===== src/include/lsu_defs.svh =====
`ifndef LSU_DEFS_SVH
`define LSU_DEFS_SVH

// data path and address width
`define LSU_DATA_W 32

// word address width of the data RAM, 256 words by default
`define LSU_RAM_AW 8

// width of each fault counter
// two counters share one 32 bit register
`define LSU_CNT_W 16

`endif


===== src/lsu_pkg.sv =====
package lsu_pkg;

    // load/store select, bit 3 set for stores
    typedef enum logic [3:0] {
        LS_LB  = 4'h0,
        LS_LBU = 4'h1,
        LS_LH  = 4'h2,
        LS_LHU = 4'h3,
        LS_LW  = 4'h4,
        LS_LWL = 4'h5,
        LS_LWR = 4'h6,
        LS_SB  = 4'h8,
        LS_SH  = 4'h9,
        LS_SW  = 4'ha,
        LS_SWL = 4'hb,
        LS_SWR = 4'hc
    } ls_sel_e;

    // fault register map on the host port
    typedef enum logic [1:0] {
        CSR_CTRL      = 2'd0,
        CSR_STATUS    = 2'd1,
        CSR_BADVADDR  = 2'd2,
        CSR_FAULT_CNT = 2'd3
    } csr_addr_e;

endpackage


===== src/lsu_store_align.sv =====
`timescale 1ns/10ps

`include "lsu_defs.svh"

module lsu_store_align (
    input  logic                   ex_valid,
    input  lsu_pkg::ls_sel_e       ex_ls_sel,
    input  logic [`LSU_DATA_W-1:0] ex_addr,
    input  logic [`LSU_DATA_W-1:0] ex_rt_data,
    input  logic                   fault_pending,
    output logic                   ex_adel,
    output logic                   ex_ades,
    output logic                   ram_en,
    output logic [3:0]             ram_wen,
    output logic [`LSU_DATA_W-1:0] ram_addr,
    output logic [`LSU_DATA_W-1:0] ram_wdata
);

    logic [1:0]             addr_lo;
    logic                   half_mis;
    logic                   word_mis;
    logic [3:0]             wen_raw;
    logic [`LSU_DATA_W-1:0] wdata;

    assign addr_lo  = ex_addr[1:0];
    assign half_mis = addr_lo[0];
    assign word_mis = |addr_lo;

    assign ex_adel = ex_valid & (
        ((ex_ls_sel == lsu_pkg::LS_LH) & half_mis) |
        ((ex_ls_sel == lsu_pkg::LS_LHU) & half_mis) |
        ((ex_ls_sel == lsu_pkg::LS_LW) & word_mis));

    assign ex_ades = ex_valid & (
        ((ex_ls_sel == lsu_pkg::LS_SH) & half_mis) |
        ((ex_ls_sel == lsu_pkg::LS_SW) & word_mis));

    // a pending trapped fault blocks every access
    assign ram_en   = ex_valid & ~ex_adel & ~ex_ades & ~fault_pending;
    assign ram_addr = ram_en ? ex_addr : '0;

    always_comb begin
        wen_raw = 4'b0000;
        wdata   = '0;
        case (ex_ls_sel)
            lsu_pkg::LS_SB: begin
                wen_raw = 4'b0001 << addr_lo;
                wdata   = {4{ex_rt_data[7:0]}};
            end
            lsu_pkg::LS_SH: begin
                wen_raw = addr_lo[1] ? 4'b1100 : 4'b0011;
                wdata   = {2{ex_rt_data[15:0]}};
            end
            lsu_pkg::LS_SW: begin
                wen_raw = 4'b1111;
                wdata   = ex_rt_data;
            end
            // swl writes the high end of rt down to the addressed byte
            lsu_pkg::LS_SWL: begin
                case (addr_lo)
                    2'b00: wdata = {24'b0, ex_rt_data[31:24]};
                    2'b01: wdata = {16'b0, ex_rt_data[31:16]};
                    2'b10: wdata = {8'b0, ex_rt_data[31:8]};
                    default: wdata = ex_rt_data;
                endcase
                wen_raw = 4'b1111 >> (2'd3 - addr_lo);
            end
            // swr writes the low end of rt up from the addressed byte
            lsu_pkg::LS_SWR: begin
                case (addr_lo)
                    2'b00: wdata = ex_rt_data;
                    2'b01: wdata = {ex_rt_data[23:0], 8'b0};
                    2'b10: wdata = {ex_rt_data[15:0], 16'b0};
                    default: wdata = {ex_rt_data[7:0], 24'b0};
                endcase
                wen_raw = 4'b1111 << addr_lo;
            end
            default: begin
                wen_raw = 4'b0000;
                wdata   = '0;
            end
        endcase
    end

    // loads leave wen_raw at zero, so this is also the read/write select
    assign ram_wen   = ram_en ? wen_raw : 4'b0000;
    assign ram_wdata = wdata;

endmodule


===== config.mk =====
export PLATFORM = sky130hd
export DESIGN_NAME = lsu_store_align
export DESIGN_NICKNAME = d
export VERILOG_FILES = /design/src/lsu_pkg.sv /design/src/lsu_store_align.sv
export VERILOG_INCLUDE_DIRS = /design/src /design/src/include
export SDC_FILE = /design/constraint.sdc
export NUM_CORES = 1
export LEC_CHECK = 0
export BUFFER_PORTS_ARGS = -buffer_cell sky130_fd_sc_hd__buf_2
export CORE_ASPECT_RATIO = 1.1
export CORE_UTILIZATION = 38
export DETAILED_ROUTE_END_ITERATION = 10
export GPL_ROUTABILITY_DRIVEN = 1
export PLACE_DENSITY = 0.91
export SYNTH_ARGS = -nofsm -noshare
export SYNTH_HDL_FRONTEND = slang
export SYNTH_SLANG_ARGS = --single-unit

===== constraint.sdc =====
create_clock -name vclk -period 1.4
set_input_delay 0.14 -clock vclk [all_inputs]
set_output_delay 0.14 -clock vclk [all_outputs]
set_load 0.005 [all_outputs]

==> qor.yml, run 1 <==
run_status:
  status: "stopped before the end"
  haltStage: "5_1_grt"
  firstError: "[ERROR GRT-0232] Routing congestion too high. Check the congestion heatmap in the GUI."
die:
  start_util_pct: 40.3
  die_w_um: 66.7
  io_pins: 141
  dieHeight_um: 73.2
  fp-row-count: 25
global_routing:
  grt_max_degree: 33
  grt_util_all_layers_pct: 73.2
  grt_overflow_total: 2
placement:
  place_area_um2: 2820
  routabilityCongestion: 0.981
  io_buffer_count: 141
  dp_hpwl_mm: 6.23
timing:
  worst-ep-kind: "output port"
  crit_endpoint: "ram_wdata[15]"
synthesis:
  avgSynthCellArea_um2: 7.01
  synth.distinct_cells: 46
  synthAdderAreaFrac_pct: 0
  yosys.area_share.simple_pct: 36.7
  synth_compound_area_share_pct: 39.8
  synth_area_um2: 1750
  syn_inst: 250
  synth_xor_area_share_pct: 0.500
  muxShareOfSynthArea_pct: 12.7
  yosys_warnings: 0
  synth_top_family_by_area: "compound AO/OA/AOI/OAI gates"
  syn-num-nets: 320
  seq_area_frac_synth_pct: 0
clock_tree:
  cts_hold_buf: 0
## synthesized netlist by cell type, types with 4 or more instances
cell type	instances	area (um^2)
and3_1	32	200
a221o_1	20	200
buf_2	18	90.1
nor2_1	17	63.8
nor2b_1	15	93.8
nand2_1	14	52.6
a21oi_1	12	60.1
mux2i_1	11	110
a22o_1	10	87.6
clkbuf_1	7	26.3
o21ai_0	7	35.0
a22oi_1	6	45.0
and2_1	6	37.5
a31oi_1	5	31.3
nand3_1	5	25.0
a32o_1	4	40.0
inv_1	4	15.0
mux4_2	4	90.1
nand2b_1	4	25.0
o21ai_1	4	20.0
## layer usage
layer	track usage (%)	GRT overflow
met1	75.5	0
met2	92.1	2
met3	52.5	0
met4	72.1	0
met5	9.09	0
## repair_timing
item	CTS
setup endpoints to repair	71
pin swaps	21
gates resized for setup	64
setup buffers	10
cloned	5
endpoints found under the hold margin	0
## logic make-up after synthesis
| group | Yosys count |
|---|---|
| simple gates | 110 |
| buf+inv | 34 |
| mux | 17 |
| xor+xnor | 1 |
| compound gates | 88 |
## stage by stage
| step | util, % | cells | TNS [ns] | setup WS (ns) | hold WS (ns) |
|---|---|---|---|---|---|
| 2_1_floorplan | - | 250 | 0 | 0.000419 | 0.368 |
| 3_3_place_gp | 64.9 | 474 | -18.06 | -0.378 | 0.570 |
| 3_5_place_dp | 64.9 | 474 | -22.83 | -0.509 | 0.573 |
| 4_1_cts | 75.8 | 489 | -0.823 | -0.0547 | 0.573 |
==> run 2: changes to the inputs <==
Settings changed: CORE_ASPECT_RATIO 1.1 to unset, CORE_UTILIZATION 38 to 40, PLACE_DENSITY 0.91 to unset, PLACE_DENSITY_LB_ADDON set to 0.15.
Clock period 1.4 ns to 1.82 ns, I/O delays scaled along.
==> qor.yml, run 2 <==
run_status:
  status: "complete, no violations"  # was stopped before the end
synthesis:
  yosys_warnings: 0  # unchanged
  synth_top_area_share_pct: 11.4  # unchanged
  yosysTopAreaCell: "a221o_1"  # unchanged
  synth_area_um2: 1750  # unchanged
  synth.distinct_cells: 46  # unchanged
  seq_area_frac_synth_pct: 0  # unchanged
  synth.top_cells.by_area: "a221o_1, and3_1, mux2i_1, nor2b_1, buf_2"  # unchanged
  synth_commonest_cells: "and3_1, a221o_1, buf_2, nor2_1, nor2b_1"  # unchanged
  avgSynthCellArea_um2: 7.01  # unchanged
  syn_inst: 250  # unchanged
  syn-num-nets: 320  # unchanged
  synth_most_common_cell: "and3_1"  # unchanged
run:
  drv_cap: 0
cells_and_area:
  drive_above_1_share_pct: 48.9
  stdcell_count: 447
  design_area_um2: 2690
  final_cell_mix: "buf_2, buf_4, and3_1, a221o_1, nor2_1"
  seq_area_um2: 0
  nClkBuffers: 0
  seq_cell_count: 0
  nNetsFinal: 469
  final_common_cell: "buf_2"
  syn2layout_area_growth_pct: 53.4
  antenna_cells: 0
global_routing:
  grt_util_all_layers_pct: 28.9
  grt_max_degree: 34
  grt_pass1_vias: 2284
  grt_pass1_wl_mm: 10.5
  grt_overflow_total: 0
  antenna_found_initial: 0
detailed_routing:
  first_pass_iters: 4
  drc: 0
  drt_iter0_markers: 142
  avgRoutedWirePerCell_um: 16.1
  via_per_inst: 5.98
  wl_mm: 7.21
  ant_nets: 0
  via_count: 2674
timing:
  fin_crit_sh_pct: 95.9
  fmax_ghz: 0.573
  drv_slew: 0
  slew_headroom_pct: 61.8
  worst_pin_slew_ns: 0.572
  finalHoldViolations: 0
  setup_viol: 0
  period_minus_slack_ns: 1.74
  rsz0062_at_grt: "false"
die:
  io_pins: 141  # unchanged
  dieArea_um2: 4650
  fp-row-count: 23  # was 25
  dieHeight_um: 68.2  # was 73.2 um
  start_util_pct: 42.6  # was 40.3%
  coreArea_um2: 4120
  die_w_um: 68.2  # was 66.7 um
worst_hold_path:
  min_path_type: "in -> out"
placement:
  routabilityCongestion: 0.939  # was 0.981
  place_area_um2: 2640  # was 2820 um^2
  dp.cells: 446  # was 474
  dp_hpwl_mm: 5.59  # was 6.23 mm
  io_buffer_count: 141  # unchanged
clock_tree:
  postCtsSetupBuffers: 0  # was 10
worst_setup_path:
  crit_top_cell: "buf_2"
  path_delay_family: "compound AO/OA/AOI/OAI gates"
  critPathMaxFanout: 9
  critPathBufInv: 3
  start_kind: "primary input"
  slowest_stage: "a221o_1"
  crit_chain: "buf_2 -> buf_4 -> and4b_1 -> and2_1 -> a32o_1 -> a221o_1 -> buf_2"
  cpPeakStageDelay_ns: 0.26
  cp-end-kind: "output port"
  crit_required_ns: 1.64
  arrival_ns: 1.56
  critical_path_class: "in -> out"
power:
  leakagePower_nw: 1.53
  fin_total_pwr_mw: 0.587
  power_density_nw_per_um2: 218
  vdd_drop_max_v: 0.000158
-- run 2: power breakdown --
part | switching [mW] | total (mW) | internal [mW]
clock | 0 | 0 | 0
combinational | 0.295 | 0.587 | 0.292
sequential | 0 | 0 | 0
total | 0.295 | 0.587 | 0.292
-- run 2: final cells by class --
cell class	count	area [um^2]
timing repair buffer	176	986
inverter	4	15.0
multi-input combinational	217	1620
fill	373	1430
tap	50	62.6
-- run 2: cells by family after synthesis --
group,synth area share [%]
AO/OA/AOI/OAI,39.8
buffers and inverters,10.3
XOR/XNOR,0.500
AND/OR/NAND/NOR,36.7
multiplexers,12.7
-- run 2: routing by layer --
metal	vias to the layer above	global-route usage, %	routed length, um
met5	-	0	0
met4	0	6.25	40
met3	6	0.833	473
met2	133	52.7	3600
met1	1246	37.2	3090
li1	1289	-	-
-- run 2: what timing repair did --
item,in CTS,in global routing
gates cloned,0,1
gates resized for setup,2,7
setup endpoints to repair,33,41
hold buffers,0,0
-- run 2: final timing paths --
check	end	startpoint	depth (start not counted)
min	ram_addr[24]	ex_addr[24]	3
max	ram_wdata[22]	ex_ls_sel[3]	7
-- run 2: per-stage QoR --
step	TNS (ns)	hold slack (ns)	util [%]	setup slack, ns
CTS	0	0.652	64.3	0.0615
global route	0	0.673	65.3	0.0117
finish	0	0.652	65.3	0.0750
floorplan	0	0.452	-	0.336
detailed placement	-3.56	0.652	64.1	-0.130
global placement	-1.96	0.653	64.1	-0.0779
Note: power is estimated with default switching activity, not from simulation.
