===== src/include/lsu_defs.svh =====
`ifndef LSU_DEFS_SVH
`define LSU_DEFS_SVH

// data path and address width
`define LSU_DATA_W 32

// word address width of the data RAM, 256 words by default
`define LSU_RAM_AW 8

// width of each fault counter
// two counters share one 32 bit register
`define LSU_CNT_W 16

`endif


===== src/lsu_pkg.sv =====
package lsu_pkg;

    // load/store select, bit 3 set for stores
    typedef enum logic [3:0] {
        LS_LB  = 4'h0,
        LS_LBU = 4'h1,
        LS_LH  = 4'h2,
        LS_LHU = 4'h3,
        LS_LW  = 4'h4,
        LS_LWL = 4'h5,
        LS_LWR = 4'h6,
        LS_SB  = 4'h8,
        LS_SH  = 4'h9,
        LS_SW  = 4'ha,
        LS_SWL = 4'hb,
        LS_SWR = 4'hc
    } ls_sel_e;

    // fault register map on the host port
    typedef enum logic [1:0] {
        CSR_CTRL      = 2'd0,
        CSR_STATUS    = 2'd1,
        CSR_BADVADDR  = 2'd2,
        CSR_FAULT_CNT = 2'd3
    } csr_addr_e;

endpackage


===== src/lsu_load_align.sv =====
`timescale 1ns/10ps

`include "lsu_defs.svh"

module lsu_load_align (
    input  logic                   mem_valid,
    input  lsu_pkg::ls_sel_e       mem_ls_sel,
    input  logic [1:0]             mem_addr_lo,
    input  logic [`LSU_DATA_W-1:0] mem_rt_data,
    input  logic [`LSU_DATA_W-1:0] ram_rdata,
    output logic [`LSU_DATA_W-1:0] mem_r_data
);

    logic [7:0]             rd_byte;
    logic [15:0]            rd_half;
    logic [`LSU_DATA_W-1:0] lwl_data;
    logic [`LSU_DATA_W-1:0] lwr_data;

    always_comb begin
        case (mem_addr_lo)
            2'b00: rd_byte = ram_rdata[7:0];
            2'b01: rd_byte = ram_rdata[15:8];
            2'b10: rd_byte = ram_rdata[23:16];
            default: rd_byte = ram_rdata[31:24];
        endcase
    end

    // halfword loads are aligned, bit 1 picks the half
    assign rd_half = mem_addr_lo[1] ? ram_rdata[31:16] : ram_rdata[15:0];

    // lwl fills the top of rt from the addressed byte downward
    always_comb begin
        case (mem_addr_lo)
            2'b00: lwl_data = {ram_rdata[7:0], mem_rt_data[23:0]};
            2'b01: lwl_data = {ram_rdata[15:0], mem_rt_data[15:0]};
            2'b10: lwl_data = {ram_rdata[23:0], mem_rt_data[7:0]};
            default: lwl_data = ram_rdata;
        endcase
    end

    // lwr fills the bottom of rt from the addressed byte upward
    always_comb begin
        case (mem_addr_lo)
            2'b00: lwr_data = ram_rdata;
            2'b01: lwr_data = {mem_rt_data[31:24], ram_rdata[31:8]};
            2'b10: lwr_data = {mem_rt_data[31:16], ram_rdata[31:16]};
            default: lwr_data = {mem_rt_data[31:8], ram_rdata[31:24]};
        endcase
    end

    always_comb begin
        if (!mem_valid) begin
            mem_r_data = '0;
        end else begin
            case (mem_ls_sel)
                lsu_pkg::LS_LB:  mem_r_data = {{24{rd_byte[7]}}, rd_byte};
                lsu_pkg::LS_LBU: mem_r_data = {24'b0, rd_byte};
                lsu_pkg::LS_LH:  mem_r_data = {{16{rd_half[15]}}, rd_half};
                lsu_pkg::LS_LHU: mem_r_data = {16'b0, rd_half};
                lsu_pkg::LS_LW:  mem_r_data = ram_rdata;
                lsu_pkg::LS_LWL: mem_r_data = lwl_data;
                lsu_pkg::LS_LWR: mem_r_data = lwr_data;
                // stores return nothing
                default:         mem_r_data = '0;
            endcase
        end
    end

endmodule


===== config.mk =====
export PLATFORM = sky130hd
export DESIGN_NAME = lsu_load_align
export DESIGN_NICKNAME = d
export VERILOG_FILES = /design/src/lsu_pkg.sv /design/src/lsu_load_align.sv
export VERILOG_INCLUDE_DIRS = /design/src /design/src/include
export SDC_FILE = /design/constraint.sdc
export NUM_CORES = 1
export LEC_CHECK = 0
export ABC_AREA = 1
export BUFFER_PORTS_ARGS = -buffer_cell sky130_fd_sc_hd__clkbuf_2
export CORE_AREA = 2 2 63 80
export DETAILED_ROUTE_END_ITERATION = 12
export DIE_AREA = 0 0 65 82
export GPL_TIMING_DRIVEN = 0
export PLACE_DENSITY = 0.88
export SYNTH_ARGS = -nofsm -noshare
export SYNTH_HDL_FRONTEND = slang
export SYNTH_SLANG_ARGS = --single-unit

===== constraint.sdc =====
create_clock -name vclk -period 2.9
set_clock_uncertainty 0.05 [all_clocks]
set_input_delay 0 -clock vclk [all_inputs]
set_output_delay 0 -clock vclk [all_outputs]
set_load 0.005 [all_outputs]

==> metrics, run 1 <==
mean instance size in the synthesized netlist=4.30 µm²; worst path required time=2.85 ns; Switching Share=65.7%; Critical Path AT=1.66 ns; via count of the first global-routing pass=3803; All-Layer GR Usage=41.5%; share of power burned in combinational logic=100.0%; number of maximum-capacitance constraint violations=0; count of cell types in the netlist=21; count of endpoints failing setup in the final report=0; crit path launch type=input port; clock share of power=0%; core utilization of the finished layout=66.0%; antenna cells=0; worst-path cell chain=clkbuf_2, inv_2, nand2_1, o22ai_1, nand3_1, a21oi_1, clkbuf_2; final estimated routing congestion in global placement=0.982; dominant cells by area after synthesis=sky130_fd_sc_hd__nand2_1, sky130_fd_sc_hd__nand3_1, sky130_fd_sc_hd__nor2_1; critical-path maximum fanout=8; min cycle time layout=1.71 ns; RSZ-0062 raised after global routing=false; share of total power in sequential cells=0%; max-slew violation total from the final report=0; most numerous cell in the Yosys netlist=sky130_fd_sc_hd__nand2_1; register area share after synthesis=0%; Achievable Freq=0.586 GHz; Worst Setup Slack post-DPL=1.32 ns; cell total after placement=730; switching power of the nets=0.266 mW; Worst Hold Slack=0.394 ns; number of antenna violations at the first check in global routing=0; Core Area=4590 µm²; number of design-rule violations left by the first detailed-router iteration=511; vias per cell=5.70; overall via count from detail_route=4161; met3 usage in global routing=4.11%; number of nets with antenna violations after detailed routing=0; Leakage=1.79 nW; maximum number of pins on one net before global-route repair=11; type of the tightest min-delay check=input port to output pin; final worst path period share=58.9%; Yosys top cell area share=34.0%; wire length reported by the detailed router=11000 µm; delay contributed by the slowest stage of the critical path=0.77 ns; final hold violations=0; drt pass-1 iters=6; outcome=finished, final reports clean; post-placement cell area=3030 µm²; flip-flop and latch area=0 µm²; worst relative slew slack=34.4%; Worst Setup Slack, final=1.19 ns; die extent in x=65 µm; Fill cells=507; dpl hpwl=8570 µm; # port buffers=100; setup total negative slack=0 ns; critical path type=input port to output pin; Crit path max-delay family=compound AO/OA/AOI/OAI gates; grt met1 use=50.9%; Placement Rows=28; nets=743; total design power=0.405 mW; Gates resized, CTS repair=0; quantity of hold-fixing buffers added after cts=0; Commonest cells post-synth=sky130_fd_sc_hd__nand2_1, sky130_fd_sc_hd__nand3_1, sky130_fd_sc_hd__nor2_1; Non-Filler Cell Area, Final=3030 µm²; Overflow after GRT=0; number of buffers added for setup after CTS=0; slowest CP cell=sky130_fd_sc_hd__o22ai_1; count of non-filler cells in the finished layout=730; met2 demand-to-capacity share in global routing=73.8%; netlist area before placement=2450 µm²; count of clock-net buffers in the final layout=0; DRC violations left=0; dominant cell type by area after synthesis=sky130_fd_sc_hd__nand2_1; endpoint class of the critical path=output pin; Die Outline Area=5330 µm²; worst voltage drop across the vdd grid=0.0950 mV; total of warnings raised by yosys=0; average detailed-routed wire length per instance=15.1 µm; sequential cells=0; most common cell type on the critical path=sky130_fd_sc_hd__clkbuf_2; Gate Count Post-Synth=570; busiest metal layer after global routing=met2; area growth from synthesis to layout=23.5%; actual slew at the worst max-slew pin=0.984 ns; Buf+Inv Stages, Crit Path=3; number of nets in the synthesized netlist=641; height of the die=82 µm; num ports=103; Pint=0.139 mW; share of layout cells above drive strength 1=20.7%; power per cell area=134 nW/µm²; wire length of the first global-routing pass=17600 µm; initial cell density of the core=53.4%
-- path summary, 6_finish.rpt --
path,to,slack [ns],start,depth (start not counted)
worst min-delay path,mem_r_data[12],0.39,mem_valid,4
worst max-delay path,mem_r_data[4],1.19,mem_ls_sel[0],7
-- routing by layer --
| layer | vias up | wire length, µm |
|---|---|---|
| met5 | - | 0 |
| met4 | 0 | 315 |
| met3 | 48 | 1240 |
| met2 | 314 | 5200 |
| met1 | 1786 | 4270 |
| li1 | 2013 | - |
-- cell usage in the layout (no fill, tap or decap), drive strengths merged --
master	n
clkbuf	108
nor3	1
inv	55
o21ai	44
nand2	224
nor2	85
o211ai	4
a21oi	10
buf	25
nand3	112
o22ai	1
nand4	1
-- final cells by class --
type | instances | area (µm²) | area share, %
Timing Repair Buffer | 100 | 500 | 16.5
Buffer | 33 | 160 | 5.29
Tap cell | 60 | 75.1 | 2.48
Inverter | 55 | 206 | 6.82
Multi-Input combinational cell | 482 | 2090 | 68.9
-- power by group through the flow --
stage          Combinational, mW  Sequential (mW)  Clock, mW
2_1_floorplan              0.229                0          0
3_3_place_gp               0.384                0          0
3_5_place_dp               0.391                0          0
4_1_cts                    0.392                0          0
5_1_grt                    0.447                0          0
6_report                   0.405                0          0
-- cells by family after synthesis --
| logic type | share of synthesized area [%] |
|---|---|
| buffers and inverters | 14.9 |
| AND/OR/NAND/NOR | 72.6 |
| AO/OA/AOI/OAI | 12.5 |
Note: power is estimated with default switching activity, not from simulation.
==> run 2, diff against run 1 <==
CORE_AREA = 2 2 68 86   (was 2 2 63 80)
DIE_AREA = 0 0 70 88   (was 0 0 65 82)
PLACE_DENSITY = 0.8   (was 0.88)
clock period = 1.5 ns   (was 2.9 ns; I/O delays follow)
==> metrics, run 2 (synthesis results as in run 1) <==
dpl hpwl=8600 µm (+0.31%); sequential cells=0 (unchanged); leading cell type in the layout, fill and taps excluded=sky130_fd_sc_hd__nand2_1; wire length of the first global-routing pass=17500 µm (-0.66%); DRC violations left=0 (unchanged); hold path depth=4 (unchanged); min cycle time layout=1.42 ns; Worst Setup Slack, final=0.0814 ns (-1.11 ns); quantity of hold-fixing buffers added after cts=0 (unchanged); power per cell area=255 nW/µm² (+91%); # port buffers=100 (unchanged); antenna cells=0 (unchanged); average detailed-routed wire length per instance=14.7 µm (-2.6%); share of total power in sequential cells=0% (unchanged); final worst path period share=94.6%; area growth from synthesis to layout=29.3%; Leakage=1.87 nW (+4.4%); switching power of the nets=0.519 mW (+95%); crit path launch type=input port; total design power=0.808 mW (+100%); worst path required time=1.45 ns (-1.40 ns); share of power burned in combinational logic=100.0% (about the same); final estimated routing congestion in global placement=0.987 (+0.52%); drt pass-1 iters=6 (unchanged); All-Layer GR Usage=34.6% (-6.9 points); count of endpoints failing setup in the final report=0 (unchanged); nets=753 (+1.3%); post-placement cell area=3030 µm² (+0.17%); critical-path maximum fanout=10 (+2); type of the tightest min-delay check=input port to output pin; number of nets with antenna violations after detailed routing=0 (unchanged); height of the die=88 µm (+7.3%); actual slew at the worst max-slew pin=0.571 ns (-0.412 ns); wire length reported by the detailed router=10900 µm (-0.75%); number of antenna violations at the first check in global routing=0 (unchanged); outcome=finished, final reports clean; Worst Hold Slack=0.377 ns (-0.0170 ns); number of design-rule violations left by the first detailed-router iteration=548 (+7.2%); core utilization of the finished layout=59.5% (-6.5 points); num ports=103 (unchanged); endpoint class of the critical path=output pin; vias per cell=5.51 (-3.3%); Core Area=5330 µm² (+16%); count of clock-net buffers in the final layout=0 (unchanged); flip-flop and latch area=0 µm² (unchanged); Switching Share=64.2% (-1.6 points); die extent in x=70 µm (+7.7%); share of layout cells above drive strength 1=23.1% (+2.3 points); overall via count from detail_route=4101 (-1.4%); worst relative slew slack=61.9% (+27 points); maximum number of pins on one net before global-route repair=11 (unchanged); Fill cells=585 (+15%); Critical Path AT=1.37 ns (-0.29 ns); top library cells by usage in the layout, fill and taps aside=sky130_fd_sc_hd__nand2_1, sky130_fd_sc_hd__nand3_1, sky130_fd_sc_hd__clkbuf_2; final hold violations=0 (unchanged); Worst Setup Slack post-DPL=-0.0826 ns (-1.40 ns); number of maximum-capacitance constraint violations=0 (unchanged); Achievable Freq=0.705 GHz; Placement Rows=30 (+7.1%); via count of the first global-routing pass=3672 (-3.4%); Overflow after GRT=0 (unchanged); worst voltage drop across the vdd grid=0.134 mV (+41%); initial cell density of the core=46.0% (-7.4 points); Pint=0.289 mW (+110%); clock share of power=0% (unchanged); Die Outline Area=6160 µm² (+16%); critical path type=input port to output pin; max-slew violation total from the final report=0 (unchanged); RSZ-0062 raised after global routing=true; Non-Filler Cell Area, Final=3170 µm² (+4.7%)
==> run 2: cell types whose count changed in the layout (fill, tap and decap cells not counted), sizes merged <==
cell    before  now
buf         25   31
clkbuf     108  112
==> run 2: worst paths after layout <==
path | from | endpoint | slack [ns]
setup / recovery | mem_ls_sel[1] | mem_r_data[22] | 0.08
hold / removal | mem_valid | mem_r_data[10] | 0.38
==> run 2: critical path, stage by stage <==
cell and delay (ns):
sky130_fd_sc_hd__buf_2 0.17, sky130_fd_sc_hd__nor2_4 0.26, sky130_fd_sc_hd__nand2_4 0.16, sky130_fd_sc_hd__inv_4 0.15, sky130_fd_sc_hd__buf_4 0.21, sky130_fd_sc_hd__nand2_1 0.07
sky130_fd_sc_hd__nand3_1 0.09, sky130_fd_sc_hd__nor2_1 0.04, sky130_fd_sc_hd__nor2_1 0.08, sky130_fd_sc_hd__clkbuf_2 0.12
==> run 2: area by class of cell <==
cell class         instances  area (µm²)  share of cell area, %
plain buffers             33         181                   5.72
inverters                 55         211                   6.67
multi-input cells        482        2120                   66.9
well taps                 64        80.1                   2.53
repair buffers           110         576                   18.2
==> run 2: through the flow <==
stage          std cells  TNS, ns
2_1_floorplan        570        0
3_3_place_gp         734   -0.937
3_5_place_dp         734    -1.06
4_1_cts              737        0
5_1_grt              744  -0.0138
6_report             744        0
==> run 2: power groups by stage <==
stage               combinational, mW  clock (mW)  sequential [mW]
floorplan                       0.443           0                0
global placement                0.745           0                0
detailed placement              0.754           0                0
CTS                             0.766           0                0
global route                    0.892           0                0
finish                          0.808           0                0
==> run 2: metal layers <==
layer	vias to the layer above	global-route usage [%]	routed length, µm
met5	-	0	0
met4	0	11.0	278
met3	29	2.19	1160
met2	277	61.3	5130
met1	1761	45.0	4360
li1	2034	-	-
==> run 2: timing repair <==
item                       4_1_cts  5_1_grt
setup endpoints to repair       22       30
pin swaps                        2        4
resized for setup                5       20
buffers inserted                 3        7
