`config.mk`:
```
export PLATFORM = sky130hd
export DESIGN_NAME = ex_mem_reg
export DESIGN_NICKNAME = d
export VERILOG_FILES = /design/src/lsu_pkg.sv /design/src/ex_mem_reg.sv
export VERILOG_INCLUDE_DIRS = /design/src /design/src/include
export SDC_FILE = /design/constraint.sdc
export NUM_CORES = 1
export LEC_CHECK = 0
export BUFFER_PORTS_ARGS = -buffer_cell sky130_fd_sc_hd__buf_2
export CAP_MARGIN = 40
export CORE_MARGIN = 8
export CORE_UTILIZATION = 32
export CTS_CLUSTER_DIAMETER = 60
export DETAILED_ROUTE_END_ITERATION = 6
export GPL_TIMING_DRIVEN = 0
export PLACE_DENSITY = 0.82
export SETUP_SLACK_MARGIN = 0.1
export SYNTH_ARGS = -nofsm -noshare
export SYNTH_HDL_FRONTEND = slang
export SYNTH_SLANG_ARGS = --single-unit
```
`constraint.sdc`:
```
create_clock -name clk -period 0.8 [get_ports clk]
set_input_delay 0 -clock clk [delete_from_list [all_inputs] [get_ports clk]]
set_output_delay 0 -clock clk [all_outputs]
set_load 0.03 [all_outputs]
```
`src/include/lsu_defs.svh`:
```
`ifndef LSU_DEFS_SVH
`define LSU_DEFS_SVH

// data path and address width
`define LSU_DATA_W 32

// word address width of the data RAM, 256 words by default
`define LSU_RAM_AW 8

// width of each fault counter
// two counters share one 32 bit register
`define LSU_CNT_W 16

`endif

```
`src/lsu_pkg.sv`:
```
package lsu_pkg;

    // load/store select, bit 3 set for stores
    typedef enum logic [3:0] {
        LS_LB  = 4'h0,
        LS_LBU = 4'h1,
        LS_LH  = 4'h2,
        LS_LHU = 4'h3,
        LS_LW  = 4'h4,
        LS_LWL = 4'h5,
        LS_LWR = 4'h6,
        LS_SB  = 4'h8,
        LS_SH  = 4'h9,
        LS_SW  = 4'ha,
        LS_SWL = 4'hb,
        LS_SWR = 4'hc
    } ls_sel_e;

    // fault register map on the host port
    typedef enum logic [1:0] {
        CSR_CTRL      = 2'd0,
        CSR_STATUS    = 2'd1,
        CSR_BADVADDR  = 2'd2,
        CSR_FAULT_CNT = 2'd3
    } csr_addr_e;

endpackage

```
`src/ex_mem_reg.sv`:
```
`timescale 1ns/10ps

`include "lsu_defs.svh"

module ex_mem_reg (
    input  logic                   clk,
    input  logic                   arst_n,
    input  logic                   ex_valid,
    input  lsu_pkg::ls_sel_e       ex_ls_sel,
    input  logic [`LSU_DATA_W-1:0] ex_addr,
    input  logic [`LSU_DATA_W-1:0] ex_rt_data,
    input  logic                   ex_w_reg_ena,
    input  logic [4:0]             ex_w_reg_dst,
    input  logic                   ex_adel,
    input  logic                   ex_ades,
    input  logic                   fault_pending,
    output logic                   mem_valid,
    output lsu_pkg::ls_sel_e       mem_ls_sel,
    output logic [1:0]             mem_addr_lo,
    output logic [`LSU_DATA_W-1:0] mem_rt_data,
    output logic                   mem_w_reg_ena,
    output logic [4:0]             mem_w_reg_dst,
    output logic                   mem_exc
);

    logic w_ena_ok;

    // no writeback for a faulting or blocked access
    assign w_ena_ok = ex_valid & ex_w_reg_ena & ~ex_adel & ~ex_ades & ~fault_pending;

    always_ff @(posedge clk or negedge arst_n) begin
        if (!arst_n) begin
            mem_valid     <= 1'b0;
            mem_w_reg_ena <= 1'b0;
            mem_exc       <= 1'b0;
        end else begin
            mem_valid     <= ex_valid;
            mem_w_reg_ena <= w_ena_ok;
            mem_exc       <= ex_adel | ex_ades;
        end
    end

    always_ff @(posedge clk) begin
        mem_ls_sel    <= ex_ls_sel;
        mem_addr_lo   <= ex_addr[1:0];
        mem_rt_data   <= ex_rt_data;
        mem_w_reg_dst <= ex_w_reg_dst;
    end

endmodule

```
==> out/qor.yml, run 1 <==
logic_synthesis:
  synth_top_cell_by_area: "dfxtp_1"
  synth.most_common_cell: "dfxtp_1"
  async_reset_ff_share_pct: 6.52
  yosysWarnings: 0
  netlist_area_um2: 958
  yosysTopAreaCellShare_pct: 89.8
  post_synth_num_cell_types: 5
  synthCells: 49
  synthFlopType: "dfxtp_1"
  seq_area_frac_synth_pct: 97.7
  yosys-top-cells-area: "dfxtp_1, dfrtp_1, nor3_2, or2_4, nand2_1"
  synthTopCellsByCount: "dfxtp_1, dfrtp_1, nand2_1, nor3_2, or2_4"
  syn_area_per_cell_um2: 19.6
  synth_seq_cells: 46
  synthesis.nets: 129
  synth-edff-count: 0
grt:
  grt_usage_pct: 16.1
  antenna_found_initial: 1
  grt_max_degree: 14
  grt_pass1_wl_um: 5950
  first_global_vias: 1175
  overflow: 0
flow_run:
  drv_cap: 0
worst_setup_path:
  cp_max_fo: 1
  crit_required_ns: 0.80
  cp-start-kind: "flop"
  critPathBufInv: 1
  cp_slowest_cell: "dfrtp_1"
  criticalPathCategory: "flop to output pin"
  cp_cell_sequence: "buf_6"
  worstSetupEndpointType: "output pin"
  arrival_ns: 0.88
  crit_start: "mem_exc"
  critPathTopFamily: "flip-flops"
  slowest_delay_ns: 0.39
finish:
  drive_above_1_share_pct: 72.1
  layout.nets: 280
  fin_area_mm2: 0.00236
  final_cell_count_no_fill: 235
  final_core_util_pct: 79.9
  area_growth_pct: 146
sta:
  finalSetupViolations: 36
  maxSlewHeadroom_pct: 89.8
  whs_ns: 0.276
  timing.final.crit_share_pct: 110
  final_hold_viol_count: 0
  setup_ws_ns: -0.0778
  drv_slew: 0
  max_freq_mhz: 1140
  worst_pin_slew_ns: 0.153
  period_needed_ns: 0.878
  rsz0062_at_grt: "true"
floorplanning:
  die_w_um: 70.7
  die_area_mm2: 0.00500
  core_area_mm2: 0.00295
  start_util_pct: 32.5
  die_h_um: 70.7
  num_rows: 20
  ioPinCount: 126
clock_tree:
  post_cts_buffers: 0
  clk_transition_reported_paths_ns: 0.12
  clockRootBuffer: "clkbuf_4"
  tritoncts: "built"
  h-tree-depth: 2
  clock-sinks: 46
  clock_path_buffers: 2
  numCtsBuffers: 5
detailed_routing:
  ant_nets: 0
  vias: 955
  wire_per_inst_um: 16.6
  drt_first_pass_iters: 4
  drtIter0Drc: 16
  vias_per_cell: 4.06
  routed_wl_um: 3890
  drc: 0
hold_path:
  hold_class: "input port to flop"
  worstHoldStart: "ex_rt_data[6]"
  holdPathEnd: "mem_rt_data[6]"
  holdPathStages: 2
place:
  dp_slack_ns: 0.240
  io_buffers: 95
  placedInstanceArea_mm2: 0.00148
  post-place-cells: 177
  dp_hpwl_um: 2160
  gp_congestion: 0.633
power_and_ir_drop:
  ir_drop_mv: 1.36
  power_leakage_nw: 1.11
  power_density_mw_per_mm2: 1830
status:
  failed_checks: "setup timing"
  status: "finished, violations left"
worst max-delay path by stage:
stage	to	cells after the start
after CTS	mem_exc	1
after detailed placement	mem_w_reg_ena	3
after global placement	mem_w_reg_ena	3
final	mem_exc	1
after floorplan	mem_exc	0
after global routing	mem_exc	1
power breakdown:
group | internal, W | total (W) | leakage (nW) | switching [W]
Sequential | 0.00244 | 0.00249 | 0.399 | 0.0000591
Combinational | 0.000464 | 0.000839 | 0.681 | 0.000375
Clock | 0.000351 | 0.000990 | 0.0266 | 0.000639
Total | 0.00325 | 0.00432 | 1.11 | 0.00107
layout by cell type, fill, tap and decap left out:
cell	n
clkbuf_4	5
clkbuf_1	3
dfrtp_1	3
nor3_2	1
buf_6	46
buf_2	49
nand2_1	1
dlygate4sd3_1	49
dfxtp_2	43
or2_4	1
diode_2	1
timing repair:
action | 4_1_cts | 5_1_grt
gates resized for setup | 135 | 0
endpoints found under the hold margin | 49 | 2
hold buffers | 49 | 1
pin swaps | 0 | 0
setup endpoints to repair | 46 | 47
registers in the layout (all words and copies together) (netlist names):
register	cells
mem_addr_lo	2
mem_exc	1
mem_ls_sel	4
mem_rt_data	32
mem_valid	1
mem_w_reg_dst	5
mem_w_reg_ena	1
layer usage:
metal,vias to the layer above,track usage (%),wire length [µm]
met3,12,8.05,369
li1,452,-,-
met5,-,0,0
met4,0,10.9,129
met1,439,10.6,986
met2,52,32.6,2410
cell families after synthesis:
family,after synthesis,share of synthesized area [%]
flip-flops,46,97.7
AND/OR/NAND/NOR,3,2.35
stage by stage:
stage               total power [W]  TNS [ns]
floorplan                   0.00275         0
global placement            0.00298         0
detailed placement          0.00299         0
CTS                         0.00435     -1.29
global route                0.00452     -2.64
finish                      0.00432    -0.588
layout make-up:
cell class	instances	area (µm²)
repair buffers	144	1250
multi-input cells	3	22.5
fillers	183	594
flip-flops and latches	46	990
well taps	33	41.3
clock buffers	8	48.8
diodes	1	2.50
Power figures use the tool's default switching activity.
==> inputs of run 2 (changes only) <==
--- a/config.mk
+++ b/config.mk
@@ -15,6 +15,7 @@
 export GPL_TIMING_DRIVEN = 0
 export PLACE_DENSITY = 0.82
 export SETUP_SLACK_MARGIN = 0.1
+export SKIP_CTS_REPAIR_TIMING = 1
 export SYNTH_ARGS = -nofsm -noshare
 export SYNTH_HDL_FRONTEND = slang
 export SYNTH_SLANG_ARGS = --single-unit
==> run 2 against run 1 <==
Compared with the run above:
- the run still ends with setup timing left
- via count shrank 2.4%
- setup slack hardly changed
- sequential cell count did not move
- die area unchanged
- final area decreased by 0.11%
- final cell count shrank 0.43%
- non-clock buffer count is the same
- fmax hardly changed
- global-route usage down 5.8 points
- critical path depth did not move
- first-iteration DRC count rose by 31%
==> out/qor.yml, run 2 (same netlist as run 1, synthesis figures left out) <==
detailed_routing:
  wire_per_inst_um: 16.4  # was 16.6 µm
  drt_first_pass_iters: 4  # unchanged
  vias: 932  # was 955
  vias_per_cell: 3.98  # was 4.06
  drtIter0Drc: 21  # was 16
  ant_nets: 0  # unchanged
  routed_wl_um: 3830  # was 3890 µm
  drc: 0  # unchanged
sta:
  timing.final.crit_share_pct: 110  # about the same
  setup_ws_ns: -0.0780  # was -0.0778 ns
  drv_slew: 0  # unchanged
  period_needed_ns: 0.878  # about the same
  fin_tns_setup_ns: -0.678  # was -0.588 ns
  final_hold_viol_count: 0  # unchanged
  max_freq_mhz: 1140  # about the same
  maxSlewHeadroom_pct: 89.6  # was 89.8%
  worst_pin_slew_ns: 0.155  # was 0.153 ns
  rsz0062_at_grt: "true"  # unchanged
  finalSetupViolations: 39  # was 36
grt:
  first_global_vias: 821  # was 1175
  grt_usage_pct: 10.4  # was 16.1%
  overflow: 0  # unchanged
  grt_max_degree: 14  # unchanged
  antenna_found_initial: 0  # was 1
  grt_pass1_wl_um: 3910  # was 5950 µm
finish:
  largest_register_ffs: 32  # unchanged
  layout.nets: 280  # unchanged
  top_register: "mem_rt_data"  # unchanged
  area_growth_pct: 146  # about the same
  reg.largest.list: "mem_rt_data x32, mem_w_reg_dst x5, mem_ls_sel x4"  # unchanged
  mostFrequentLayoutCells: "dlygate4sd3_1, buf_2, buf_6"  # unchanged
  diodes: 0  # was 1
  drive_above_1_share_pct: 72.1  # unchanged
worst_setup_path:
  worstSetupEndpointType: "output pin"  # unchanged
  arrival_ns: 0.88  # about the same
  critPathBufInv: 1  # unchanged
  worst-path-stages: 1  # unchanged
  crit_start: "mem_valid"  # was mem_exc
  slowest_delay_ns: 0.40  # was 0.39 ns
  crit_required_ns: 0.80  # about the same
  critPathTopFamily: "flip-flops"  # unchanged
  cp_max_fo: 1  # unchanged
  cp-start-kind: "flop"  # unchanged
  cp_cell_sequence: "buf_6"  # unchanged
  criticalPathCategory: "flop to output pin"  # unchanged
  cp_slowest_cell: "dfrtp_1"  # unchanged
  endpoint: "mem_valid"  # was mem_exc
power_and_ir_drop:
  p_seq_share_pct: 57.6  # was 57.7%
  total_power_w: 0.00433  # was 0.00432 W
  combPwrFrac_pct: 19.3  # was 19.4%
  power_density_mw_per_mm2: 1840  # was 1830 mW/mm²
  ir_drop_mv: 1.27  # was 1.36 mV
  p_clk_share_pct: 23.1  # was 22.9%
  p_int_w: 0.00325  # unchanged
  p_sw_w: 0.00108  # was 0.00107 W
  power_leakage_nw: 1.11  # about the same
  switching_share_pct: 25.0  # was 24.8%
hold_path:
  hold_class: "input port to flop"  # unchanged
  worstHoldStart: "ex_rt_data[6]"  # unchanged
status:
  status: "finished, violations left"  # unchanged
  failed_checks: "setup timing"  # unchanged
place:
  io_buffers: 95  # unchanged
  dp_hpwl_um: 2160  # unchanged
  dp_slack_ns: 0.240  # unchanged
  gp_congestion: 0.633  # unchanged
clock_tree:
  h-tree-depth: 2  # unchanged
  tritoncts: "built"  # unchanged
  clock_path_buffers: 2  # unchanged
  clockRootBuffer: "clkbuf_4"  # unchanged
  clock-sinks: 46  # unchanged
  numCtsBuffers: 5  # unchanged
  clk_transition_reported_paths_ns: 0.12  # about the same
floorplanning:
  die_h_um: 70.7  # unchanged
  die_area_mm2: 0.00500  # unchanged
  core_area_mm2: 0.00295  # unchanged
  die_w_um: 70.7  # unchanged
  start_util_pct: 32.5  # unchanged
  ioPinCount: 126  # unchanged
  num_rows: 20  # unchanged
flow_run:
  drv_cap: 0  # unchanged
-- run 2: cell count changes in the layout (fill, tap and decap cells not counted) --
cell and delta:
diode_2 -1
-- run 2: layout make-up --
cell class	instances	area [µm²]
clock buffers	8	48.8
flip-flops and latches	46	990
well taps	33	41.3
fillers	174	597
repair buffers	144	1250
multi-input cells	3	22.5
-- run 2: worst min path at each step --
stage | endpoint | slack (ns) | cells past startpoint
3_3_place_gp | mem_valid | -0.20 | 1
5_1_grt | mem_rt_data[6] | 0.26 | 2
2_1_floorplan | mem_exc | -0.30 | 0
4_1_cts | mem_w_reg_ena | -0.60 | 1
3_5_place_dp | mem_valid | -0.20 | 1
6_report | mem_rt_data[6] | 0.28 | 2
-- run 2: per-layer routing --
layer	GRT usage (%)	part of all wire [%]	routed length, µm	vias to the layer above
met1	7.47	27	1030	429
met5	0	0	0	-
met4	6.93	1.7	66	0
met3	7.63	8.7	334	6
li1	-	-	-	451
met2	18.4	63	2400	46
-- run 2: power groups by stage --
stage | Sequential, W | Clock (W) | Combinational (W)
finish | 0.00250 | 0.000999 | 0.000838
CTS | 0.00244 | 0.00103 | 0.000502
floorplan | 0.00274 | 0 | 0.00000686
detailed placement | 0.00249 | 0 | 0.000501
global placement | 0.00248 | 0 | 0.000494
global route | 0.00251 | 0.00115 | 0.000878
-- run 2: per-stage QoR --
step	cells	instance area, µm²	utilization, %	hold WS [ns]
6_report	234	2360	79.8	0.276
5_1_grt	234	2360	79.8	0.260
4_1_cts	185	1520	51.6	-0.597
3_5_place_dp	177	1480	50.0	-0.200
3_3_place_gp	177	1480	50.0	-0.204
2_1_floorplan	49	958	-	-0.296
