==> src/include/lsu_defs.svh <==
`ifndef LSU_DEFS_SVH
`define LSU_DEFS_SVH

// data path and address width
`define LSU_DATA_W 32

// word address width of the data RAM, 256 words by default
`define LSU_RAM_AW 8

// width of each fault counter
// two counters share one 32 bit register
`define LSU_CNT_W 16

`endif

==> src/lsu_pkg.sv <==
package lsu_pkg;

    // load/store select, bit 3 set for stores
    typedef enum logic [3:0] {
        LS_LB  = 4'h0,
        LS_LBU = 4'h1,
        LS_LH  = 4'h2,
        LS_LHU = 4'h3,
        LS_LW  = 4'h4,
        LS_LWL = 4'h5,
        LS_LWR = 4'h6,
        LS_SB  = 4'h8,
        LS_SH  = 4'h9,
        LS_SW  = 4'ha,
        LS_SWL = 4'hb,
        LS_SWR = 4'hc
    } ls_sel_e;

    // fault register map on the host port
    typedef enum logic [1:0] {
        CSR_CTRL      = 2'd0,
        CSR_STATUS    = 2'd1,
        CSR_BADVADDR  = 2'd2,
        CSR_FAULT_CNT = 2'd3
    } csr_addr_e;

endpackage

==> src/lsu_fault_csr.sv <==
`timescale 1ns/10ps

`include "lsu_defs.svh"

module lsu_fault_csr (
    input  logic                   clk,
    input  logic                   arst_n,
    input  logic                   ex_adel,
    input  logic                   ex_ades,
    input  logic [`LSU_DATA_W-1:0] ex_addr,
    input  logic                   csr_req,
    input  logic                   csr_we,
    input  lsu_pkg::csr_addr_e     csr_addr,
    input  logic [`LSU_DATA_W-1:0] csr_wdata,
    output logic                   csr_ack,
    output logic [`LSU_DATA_W-1:0] csr_rdata,
    output logic                   fault_pending
);

    logic                   trap_enable;
    logic [`LSU_DATA_W-1:0] badvaddr;
    logic [`LSU_CNT_W-1:0]  adel_cnt;
    logic [`LSU_CNT_W-1:0]  ades_cnt;
    logic                   csr_access;
    logic                   csr_wr;
    logic                   fault;
    logic                   cnt_clr;
    logic                   pend_clr;
    logic [`LSU_DATA_W-1:0] rd_mux;

    // one access per request, taken while ack is still low
    assign csr_access = csr_req & ~csr_ack;
    assign csr_wr     = csr_access & csr_we;
    assign fault      = ex_adel | ex_ades;
    assign cnt_clr    = csr_wr & (csr_addr == lsu_pkg::CSR_FAULT_CNT);
    assign pend_clr   = csr_wr & (csr_addr == lsu_pkg::CSR_STATUS) & csr_wdata[0];

    always_ff @(posedge clk or negedge arst_n) begin
        if (!arst_n) begin
            csr_ack       <= 1'b0;
            trap_enable   <= 1'b0;
            fault_pending <= 1'b0;
            badvaddr      <= '0;
            adel_cnt      <= '0;
            ades_cnt      <= '0;
        end else begin
            // ack follows req, so it drops the cycle after req is low
            csr_ack <= csr_req;
            if (csr_wr && csr_addr == lsu_pkg::CSR_CTRL) begin
                trap_enable <= csr_wdata[0];
            end
            // a new fault wins over a host clear in the same cycle
            if (fault && trap_enable) begin
                fault_pending <= 1'b1;
            end else if (pend_clr) begin
                fault_pending <= 1'b0;
            end
            if (fault) begin
                badvaddr <= ex_addr;
            end
            if (cnt_clr) begin
                adel_cnt <= `LSU_CNT_W'(ex_adel);
                ades_cnt <= `LSU_CNT_W'(ex_ades);
            end else begin
                if (ex_adel && !(&adel_cnt)) begin
                    adel_cnt <= adel_cnt + 1'b1;
                end
                if (ex_ades && !(&ades_cnt)) begin
                    ades_cnt <= ades_cnt + 1'b1;
                end
            end
        end
    end

    always_comb begin
        case (csr_addr)
            lsu_pkg::CSR_CTRL:     rd_mux = {31'b0, trap_enable};
            lsu_pkg::CSR_STATUS:   rd_mux = {31'b0, fault_pending};
            lsu_pkg::CSR_BADVADDR: rd_mux = badvaddr;
            default:               rd_mux = {ades_cnt, adel_cnt};
        endcase
    end

    // read data is held for as long as ack stays high
    always_ff @(posedge clk) begin
        if (csr_access) begin
            csr_rdata <= rd_mux;
        end
    end

endmodule

==> config.mk <==
export PLATFORM = sky130hd
export DESIGN_NAME = lsu_fault_csr
export DESIGN_NICKNAME = d
export VERILOG_FILES = /design/src/lsu_pkg.sv /design/src/lsu_fault_csr.sv
export VERILOG_INCLUDE_DIRS = /design/src /design/src/include
export SDC_FILE = /design/constraint.sdc
export NUM_CORES = 1
export LEC_CHECK = 0
export BUFFER_PORTS_ARGS = -buffer_cell sky130_fd_sc_hd__buf_2
export CAP_MARGIN = 10
export CORE_MARGIN = 8
export CORE_UTILIZATION = 50
export CTS_BUF_LIST = sky130_fd_sc_hd__clkbuf_8
export CTS_CLUSTER_SIZE = 30
export DETAILED_ROUTE_END_ITERATION = 16
export PLACE_DENSITY = 0.71
export SLEW_MARGIN = 10
export SYNTH_ARGS = -nofsm -noshare
export SYNTH_HDL_FRONTEND = slang
export SYNTH_SLANG_ARGS = --single-unit
==> constraint.sdc <==
create_clock -name clk -period 7 [get_ports clk]
set_input_delay 1.05 -clock clk [delete_from_list [all_inputs] [get_ports clk]]
set_output_delay 1.05 -clock clk [all_outputs]
set_load 0.05 [all_outputs]
==> impl_results.md, run 1 <==
* Status: finished clean
* Max Root-Sink Buffers at 2
* Slew Limit Headroom at 27.9%
* Skew-Pair Late Insertion Delay at 0.37 ns
* Synth top area cells: dfrtp_1, edfxtp_1, mux2_2
* TritonCTS Buffers at 9
* Lkg Pwr at 0.00230 µW
* Setup violators final at 0
* Fin Setup TNS at 0 ns
* Slew Limit Fails at 0
* Final net count at 535
* # DRC at 0
* Critical Path End Type: flip-flop
* Post-Syn Instances at 394
* Post-synthesis net count at 468
* Crit-path cells: buf_2 > buf_4 > and3_1 > nor2_1 > mux2_2
* Setup bufs post-CTS at 0
* Final Cycle Share at 39.7%
* Slowest-stage cell, CP: and3_1
* Site Rows at 35
* IO buf count at 74
* Register area share after synthesis at 55.8%
* Area of the multi-input gates at 0.00195 mm²
* Final WL at 10400 µm
* Die Area at 0.0128 mm²
* Vias per cell at 5.82
* Clock Sinks at 99
* Crit path launch type: input pin
* Placer Congestion at 0.817
* Tot Pwr at 1370 µW
* Share of flip-flops with an asynchronous set or reset at 67.7%
* Worst path depth at 5
* Worst path max stage delay at 0.99 ns
* EDFF count, synth at 32
* Largest net degree at the start of global routing at 68
* Register area at 0.00264 mm²
* Largest vdd supply drop at 105 µV
* Path depth of the worst reg2reg path at 4
* Worst EP arrival at 3.04 ns
* Initial DRC count at 336
* Depth of the CTS H-tree at 3
* Die W at 113 µm
* R2R setup slack at 4.85 ns
* Mean Syn Cell Area at 12.0 µm²
* RSZ-0062 raised after global routing: no
* Worst slack at placement at 3.86 ns
* Worst Path Buf+Inv at 2
* F_max at 360 MHz
* Filler cell count at 755
* Share of the synthesized area in the top cell type at 35.5%
* Synth Register Bits at 99
* Setup Crit Path Kind: input pin to flip-flop
* Worst-Margin Slew at 1.08 ns
* Hold WC Path Type: flip-flop to flip-flop
* Vias at 3357
* Number of gates resized after cts at 0
* Critical path launch point: csr_addr[0]
* Power Density at 254 mW/mm²
* Post-DP HPWL at 7090 µm
* Ys flop type: dfrtp_1
* CP required at 7.26 ns
* Count leader, synth: dfrtp_1
* Global-route wire length before repair at 16600 µm
* Layout cells sized above 1 at 29.8%
* Area leader, netlist: dfrtp_1
* CTS clk-pin slew, worst paths at 0.10 ns
* Synth top cells by count: dfrtp_1, mux2i_1, mux2_2
* Initial antenna violation count at 0
* Critical Path Sink: adel_cnt[15]$_DFFE_PN0P_
* Area Overhead vs Synth at 14.5%
* Mapped cell area at 0.00473 mm²
* Crit-path max FO at 36
* Final Critical Period at 2.78 ns
* Worst clock skew at 0.0114 ns
* Worst Setup Slack, final at 4.22 ns
* MaxCap Viol Count at 0
* Final Hold Fails at 0
* Worst Hold Depth at 1
* Die height at 113 µm
* Core Area at 0.00920 mm²
* CP top delay family: simple AND/OR/NAND/NOR gates
* GRT Util Overall at 16.4%
* CTS Hold Bufs at 0
* Starting Density at 51.4%
* Ys Warns at 0
* DR WL/cell at 18.0 µm
* CTS tree: built
* Clock Root Buffer: clkbuf_8
* Unique masters post-synth at 50
* DRT Pass-1 Iters at 5
* R2r endpoint: adel_cnt[15]$_DFFE_PN0P_
* Fin Hold WS at 0.510 ns
* Total grt overflow at 0
* Routed Antenna Nets at 0
* ANT cells at 0
* Origin of the critical flop-to-flop path: csr_ack$_DFF_PN0_
* # IOs at 106
* Vias in the first global route at 3207
[layout by cell type, fill, tap and decap left out, types with 2 or more instances in the layout]
master | synthesis | layout
a2111o_1 | 6 | 6
a211o_1 | 2 | 2
a21oi_1 | 20 | 20
a31oi_1 | 4 | 4
and3_1 | 6 | 6
and4_1 | 4 | 4
buf_2 | 2 | 74
buf_4 | 0 | 6
bufinv_16 | 0 | 3
clkbuf_8 | 2 | 9
dfrtp_1 | 67 | 67
edfxtp_1 | 32 | 32
ha_1 | 2 | 2
inv_1 | 7 | 8
mux2_2 | 35 | 35
mux2i_1 | 36 | 36
nand2_1 | 30 | 30
nand3_1 | 7 | 7
nand4_1 | 8 | 8
nor2_1 | 9 | 8
nor2b_1 | 32 | 31
nor3_1 | 8 | 8
nor3b_1 | 2 | 2
nor4_1 | 4 | 4
o211a_1 | 2 | 2
o21a_1 | 3 | 3
o21ai_0 | 12 | 12
o31ai_1 | 5 | 5
or3_2 | 2 | 2
or4_1 | 6 | 6
[layer usage]
layer	GRT usage, %	up-vias	wire (µm)
li1	-	1599	-
met1	23.8	1622	5080
met2	22.9	122	4420
met3	4.10	14	727
met4	6.22	0	157
met5	0	-	0
[layout make-up]
type,count,area share [%]
multi-input combinational,264,36.1
tap,111,2.57
timing repair buffer,80,7.67
inverter,7,0.485
sequential,99,48.7
clock buffer,9,2.29
clock inverter,7,2.17
[stage by stage]
step                      instances  util, %  area (µm²)
after detailed placement        561     56.2        5170
final                           577     58.9        5410
after global placement          561     56.2        5170
after global routing            577     58.9        5410
after CTS                       577     58.9        5410
after floorplan                 394        -        4730
[sequential cells by signal (all words and copies together), names as in the netlist]
register	count
badvaddr	32
csr_rdata	32
adel_cnt	16
ades_cnt	16
csr_ack	1
fault_pending	1
trap_enable	1
[cells by family (layout without fill, tap and decap cells)]
logic type / after synthesis / in the layout / synth area share (%)
and+or+nand+nor: 129 / 129 / 15.6
AOI/OAI and AO/OA: 61 / 61 / 8.68
adders and majority gates: 2 / 2 / 0.529
muxes: 72 / 72 / 16.4
buffers and inverters: 31 / 103 / 2.99
DFF: 99 / 99 / 55.8
[worst min path at each step]
stage	start	to	slack, ns
6_report	badvaddr[17]$_DFFE_PN0N_	badvaddr[17]$_DFFE_PN0N_	0.51
5_1_grt	badvaddr[4]$_DFFE_PN0N_	badvaddr[4]$_DFFE_PN0N_	0.52
4_1_cts	badvaddr[4]$_DFFE_PN0N_	badvaddr[4]$_DFFE_PN0N_	0.51
3_5_place_dp	badvaddr[4]$_DFFE_PN0N_	badvaddr[4]$_DFFE_PN0N_	0.49
3_3_place_gp	badvaddr[3]$_DFFE_PN0N_	badvaddr[3]$_DFFE_PN0N_	0.49
2_1_floorplan	badvaddr[0]$_DFFE_PN0N_	badvaddr[0]$_DFFE_PN0N_	0.47
[power by group]
part | internal, µW | total (µW) | leakage [µW] | switching [µW]
Clock | 238 | 439 | 0.000123 | 201
Sequential | 659 | 726 | 0.00114 | 66.4
Combinational | 85.1 | 209 | 0.00104 | 124
Total | 982 | 1370 | 0.00230 | 392
[worst reg2reg max path: stages, from the launching register on]
cell and delay [ns]:
dfrtp_1 0.41, and3b_1 0.32, and3_1 0.91, nor2_1 0.10, mux2_2 0.30
Note: power is estimated with default switching activity, not from simulation.
==> run 2: changes to the inputs <==
- clock period: 7 -> 2.8 ns (I/O delays scaled with it)
==> run 2 against run 1 <==
Hold slack got worse by 0.34 ns. Non-clock buffer count rose by 3. Final cell count rose by 0.52%. Final area fell by 0.49%. Total power rose by 140%. Clock power rose by 110%. Core utilization fell by 0.29 points. Flip-flop and latch count did not move. First-iteration DRC count fell by 33%. Clock skew fell by 0.00062 ns.
==> impl_results.md, run 2 (synthesis gave the netlist of run 1 again) <==
* CTS clk-pin slew, worst paths at 0.10 ns
* Critical Path Sink: adel_cnt[9]$_DFFE_PN0P_
* DRT Pass-1 Iters at 4
* Max Root-Sink Buffers at 2
* CP top delay family: simple AND/OR/NAND/NOR gates
* Area of the multi-input gates at 0.00195 mm²
* CTS Hold Bufs at 0
* R2r endpoint: adel_cnt[9]$_DFFE_PN0P_
* Power Density at 601 mW/mm²
* Placer Congestion at 0.860
* Lkg Pwr at 0.00229 µW
* IO buf count at 74
* Worst path max stage delay at 0.55 ns
* Setup Crit Path Kind: flip-flop to flip-flop
* Crit-path cells: ha_1 > nand2_1 > nor2_1 > a2111oi_0 > mux2_2
* Critical Path End Type: flip-flop
* Path depth of the worst reg2reg path at 5
* Number of gates resized after cts at 0
* Depth of the CTS H-tree at 3
* Vias in the first global route at 3287
* CTS tree: built
* Status: finished clean
* Vias at 3350
* Final Critical Period at 2.01 ns
* Biggest regs: badvaddr x32, csr_rdata x32
* DR WL/cell at 18.0 µm
* Worst Setup Slack, final at 0.788 ns
* F_max at 497 MHz
* Worst-Margin Slew at 0.894 ns
* Register area at 0.00264 mm²
* Area Overhead vs Synth at 13.9%
* Initial DRC count at 225
* Filler cell count at 747
* Die height at 113 µm
* Die Area at 0.0128 mm²
* Origin of the critical flop-to-flop path: adel_cnt[1]$_DFFE_PN0P_
* Worst clock skew at 0.0108 ns
* Commonest non-fill, non-tap cell in the layout: buf_2
* Worst Path Buf+Inv at 0
* Setup bufs post-CTS at 0
* Initial antenna violation count at 0
* CP required at 3.06 ns
* Global-route wire length before repair at 16900 µm
* ANT cells at 0
* Vias per cell at 5.78
* Worst EP arrival at 2.27 ns
* Slew Limit Headroom at 40.4%
* Tot Pwr at 3240 µW
* Slew Limit Fails at 0
* Largest net degree at the start of global routing at 40
* # DRC at 0
* R2R setup slack at 0.79 ns
* MaxCap Viol Count at 0
* Final Hold Fails at 0
* Final WL at 10500 µm
* Final Cycle Share at 71.9%
* Commonest cells after routing, fill and taps aside: buf_2, dfrtp_1, mux2i_1
* Routed Antenna Nets at 0
* Clock Root Buffer: clkbuf_8
* Worst path depth at 5
* Starting Density at 51.4%
* Site Rows at 35
* Fin Setup TNS at 0 ns
* Layout cells sized above 1 at 30.3%
* Final net count at 538
* Die W at 113 µm
* Largest vdd supply drop at 249 µV
* Slowest-stage cell, CP: nor2_1
* Finished Layout Cells at 580
* Skew-Pair Late Insertion Delay at 0.37 ns
* Post-DP HPWL at 7330 µm
* RSZ-0062 raised after global routing: no
* Critical path launch point: adel_cnt[1]$_DFFE_PN0P_
* GRT Util Overall at 16.8%
* TritonCTS Buffers at 9
* Post-Place Cells at 564
* Crit path launch type: flip-flop
* Hold WC Path Type: input pin to async pin
* # IOs at 106
* Core Area at 0.00920 mm²
* Worst slack at placement at 0.701 ns
* Total grt overflow at 0
* Crit-path max FO at 11
* Setup violators final at 0
* Clock Sinks at 99
[run 2: cell type report]
cell class                 instances  area share, %
clock buffer                       9           2.30
multi-input combinational        264           36.3
tap                              111           2.58
timing repair buffer              83           8.13
clock inverter                     7           1.28
sequential                        99           49.0
inverter                           7          0.488
[run 2: worst min path at each step]
stage | endpoint | cells after the start | slack [ns] | start
finish | badvaddr[27]$_DFFE_PN0N_ | 1 | 0.17 | arst_n
global route | csr_ack$_DFF_PN0_ | 1 | 0.16 | csr_req
CTS | csr_ack$_DFF_PN0_ | 1 | 0.17 | csr_req
detailed placement | badvaddr[2]$_DFFE_PN0N_ | 1 | 0.49 | badvaddr[2]$_DFFE_PN0N_
global placement | badvaddr[18]$_DFFE_PN0N_ | 1 | 0.49 | badvaddr[18]$_DFFE_PN0N_
floorplan | adel_cnt[0]$_DFFE_PN0P_ | 0 | 0.12 | arst_n
[run 2: stage by stage]
| step | hold slack (ns) | util [%] | instance area (µm²) |
|---|---|---|---|
| 5_1_grt | 0.163 | 58.6 | 5390 |
| 3_3_place_gp | 0.486 | 56.5 | 5190 |
| 4_1_cts | 0.173 | 58.6 | 5390 |
| 3_5_place_dp | 0.492 | 56.5 | 5190 |
| 6_report | 0.172 | 58.6 | 5390 |
| 2_1_floorplan | 0.124 | - | 4730 |
[run 2: worst register-to-register path, delay by kind of cell, from the launching register on]
family | cells | cell delay, ns
AO/OA/AOI/OAI | 1 | 0.24
adder cells (fa/ha/maj) | 1 | 0.24
flip-flops | 1 | 0.46
AND/OR/NAND/NOR | 2 | 0.66
multiplexers | 1 | 0.31
[run 2: where the power goes]
group	leakage [µW]	switching, µW	internal [µW]	total [µW]
registers	0.00114	160	1650	1810
clock network	0.0000966	496	410	906
logic	0.00105	312	215	527
total	0.00229	967	2270	3240
[run 2: layer usage]
metal	global-route usage (%)	wire length [µm]	vias to the layer above
met1	23.5	5020	1633
met2	24.5	4620	99
met5	0	0	-
met3	4.21	666	11
li1	-	-	1607
met4	6.13	143	0
==> run 3: changes to the inputs <==
- PLACE_DENSITY: 0.71 -> 0.74
- clock period: 2.8 -> 1.7 ns (I/O delays scaled with it)
==> run 3 against run 2 <==
Final cell count increased by 11%. The run now ends with setup timing left. Largest cell class unchanged. Combinational power increased to 2.7 times the previous value. Critical path type unchanged. Clock skew decreased by 0.0029 ns. Largest power group unchanged.
==> impl_results.md, run 3 (synthesis gave the netlist of run 1 again) <==
* Total grt overflow at 0
* GRT Util Overall at 19.2%
* Critical path launch point: adel_cnt[7]$_DFFE_PN0P_
* Filler cell count at 669
* Slew Limit Headroom at 71.9%
* RSZ-0062 raised after global routing: yes
* Initial antenna violation count at 0
* Failing checks: setup timing
* Setup violators final at 3
* Fin Setup TNS at -0.169 ns
* Lkg Pwr at 0.00266 µW
* Slew Limit Fails at 0
* Commonest cells after routing, fill and taps aside: buf_2, buf_4, dfrtp_1
* Final net count at 602
* Die height at 113 µm
* DRT Pass-1 Iters at 5
* Area Overhead vs Synth at 27.4%
* Status: finished with violations
* Layout cells sized above 1 at 41.5%
* Vias at 3720
* Worst Setup Slack, final at -0.0990 ns
* CTS clk-pin slew, worst paths at 0.10 ns
* Largest net degree at the start of global routing at 68
* Site Rows at 35
* Power Density at 963 mW/mm²
* Max Root-Sink Buffers at 2
* Final Cycle Share at 106%
* Fin area at 0.00602 mm²
* Worst EP arrival at 2.05 ns
* Placer Congestion at 0.857
* MaxCap Viol Count at 0
* Final Hold Fails at 0
* Area of the multi-input gates at 0.00203 mm²
* Biggest regs: badvaddr x32, csr_rdata x32
* Crit path launch type: flip-flop
* Die Area at 0.0128 mm²
* Hold WC Path Type: input pin to flip-flop
* Critical Path End Type: flip-flop
* Routed Antenna Nets at 0
* Clock Root Buffer: clkbuf_8
* CP required at 1.95 ns
* Starting Density at 51.4%
* Largest vdd supply drop at 436 µV
* Register area at 0.00264 mm²
* IO buf count at 74
* DR WL/cell at 18.9 µm
* CTS tree: built
* Final Critical Period at 1.80 ns
* Depth of the CTS H-tree at 3
* F_max at 556 MHz
* Post-DP HPWL at 8400 µm
* Clock Sinks at 99
* Dpl cell area at 0.00566 mm²
* # IOs at 106
* Setup Crit Path Kind: flip-flop to flip-flop
* ANT cells at 0
* Finished Layout Cells at 644
* Hold Crit Start: csr_req
* Global-route wire length before repair at 19400 µm
* # DRC at 0
* Final WL at 12200 µm
* Worst clock skew at 0.00785 ns
* Die W at 113 µm
* Initial DRC count at 309
* Worst-Margin Slew at 0.421 ns
* Core Area at 0.00920 mm²
* Origin of the critical flop-to-flop path: adel_cnt[7]$_DFFE_PN0P_
* Vias per cell at 5.78
* Post-Place Cells at 615
* Skew-Pair Late Insertion Delay at 0.36 ns
* Crit-path max FO at 5
* Commonest non-fill, non-tap cell in the layout: buf_2
* Vias in the first global route at 3799
* TritonCTS Buffers at 9
* Post-Route Utilization at 65.5%
## run 3: where the power goes
group          internal, µW  switching (µW)  leakage [µW]
Combinational           659             759       0.00141
Clock                   721             817      0.000104
Sequential             2720             132       0.00114
Total                  4100            1710       0.00266
## run 3: worst paths after layout
path	end	slack [ns]	cells after the start
setup / recovery	adel_cnt[15]$_DFFE_PN0P_	-0.1	4
hold / removal	csr_ack$_DFF_PN0_	0.02	1
setup reg to reg	adel_cnt[15]$_DFFE_PN0P_	-0.1	4
hold reg to reg	badvaddr[0]$_DFFE_PN0N_	0.51	1
max in group asynchronous	csr_ack$_DFF_PN0_	0.93	3
min in group asynchronous	badvaddr[25]$_DFFE_PN0N_	0.42	3
## run 3: repair_timing
action | in CTS | in global routing
endpoints found under the setup margin | 9 | 20
pin swaps | 4 | 5
setup buffers | 4 | 7
endpoints found under the hold margin | 67 | 0
cloned | 1 | 0
resized for setup | 7 | 11
hold buffers | 1 | 0
## run 3: cell type report
| cell class | instances | area share [%] |
|---|---|---|
| inverters | 7 | 0.436 |
| clock buffers | 10 | 2.29 |
| repair buffers | 147 | 16.3 |
| flip-flops and latches | 99 | 43.8 |
| well taps | 111 | 2.31 |
| clock inverters | 6 | 1.06 |
| multi-input cells | 264 | 33.8 |
## run 3: through the flow
stage	power (µW)	hold slack, ns	setup slack (ns)
after floorplan	3590	-0.0406	-0.109
after global placement	4080	0.303	-0.0171
after detailed placement	4160	0.307	-0.0682
after CTS	5740	0.00721	-0.0809
after global routing	6070	0.00655	-0.157
final	5800	0.0238	-0.0990
## run 3: per-layer routing
metal | global-route usage [%] | up-vias | wire length [µm]
met5 | 0 | - | 0
met2 | 30.4 | 147 | 5770
met4 | 8.26 | 0 | 229
li1 | - | 1723 | -
met3 | 2.88 | 26 | 772
met1 | 25.8 | 1824 | 5380
## run 3: critical path: stages (launching register included)
cell	delay, ns
dfrtp_1	0.38
nand3_2	0.11
or4_4	0.57
and4bb_2	0.33
mux2_4	0.30
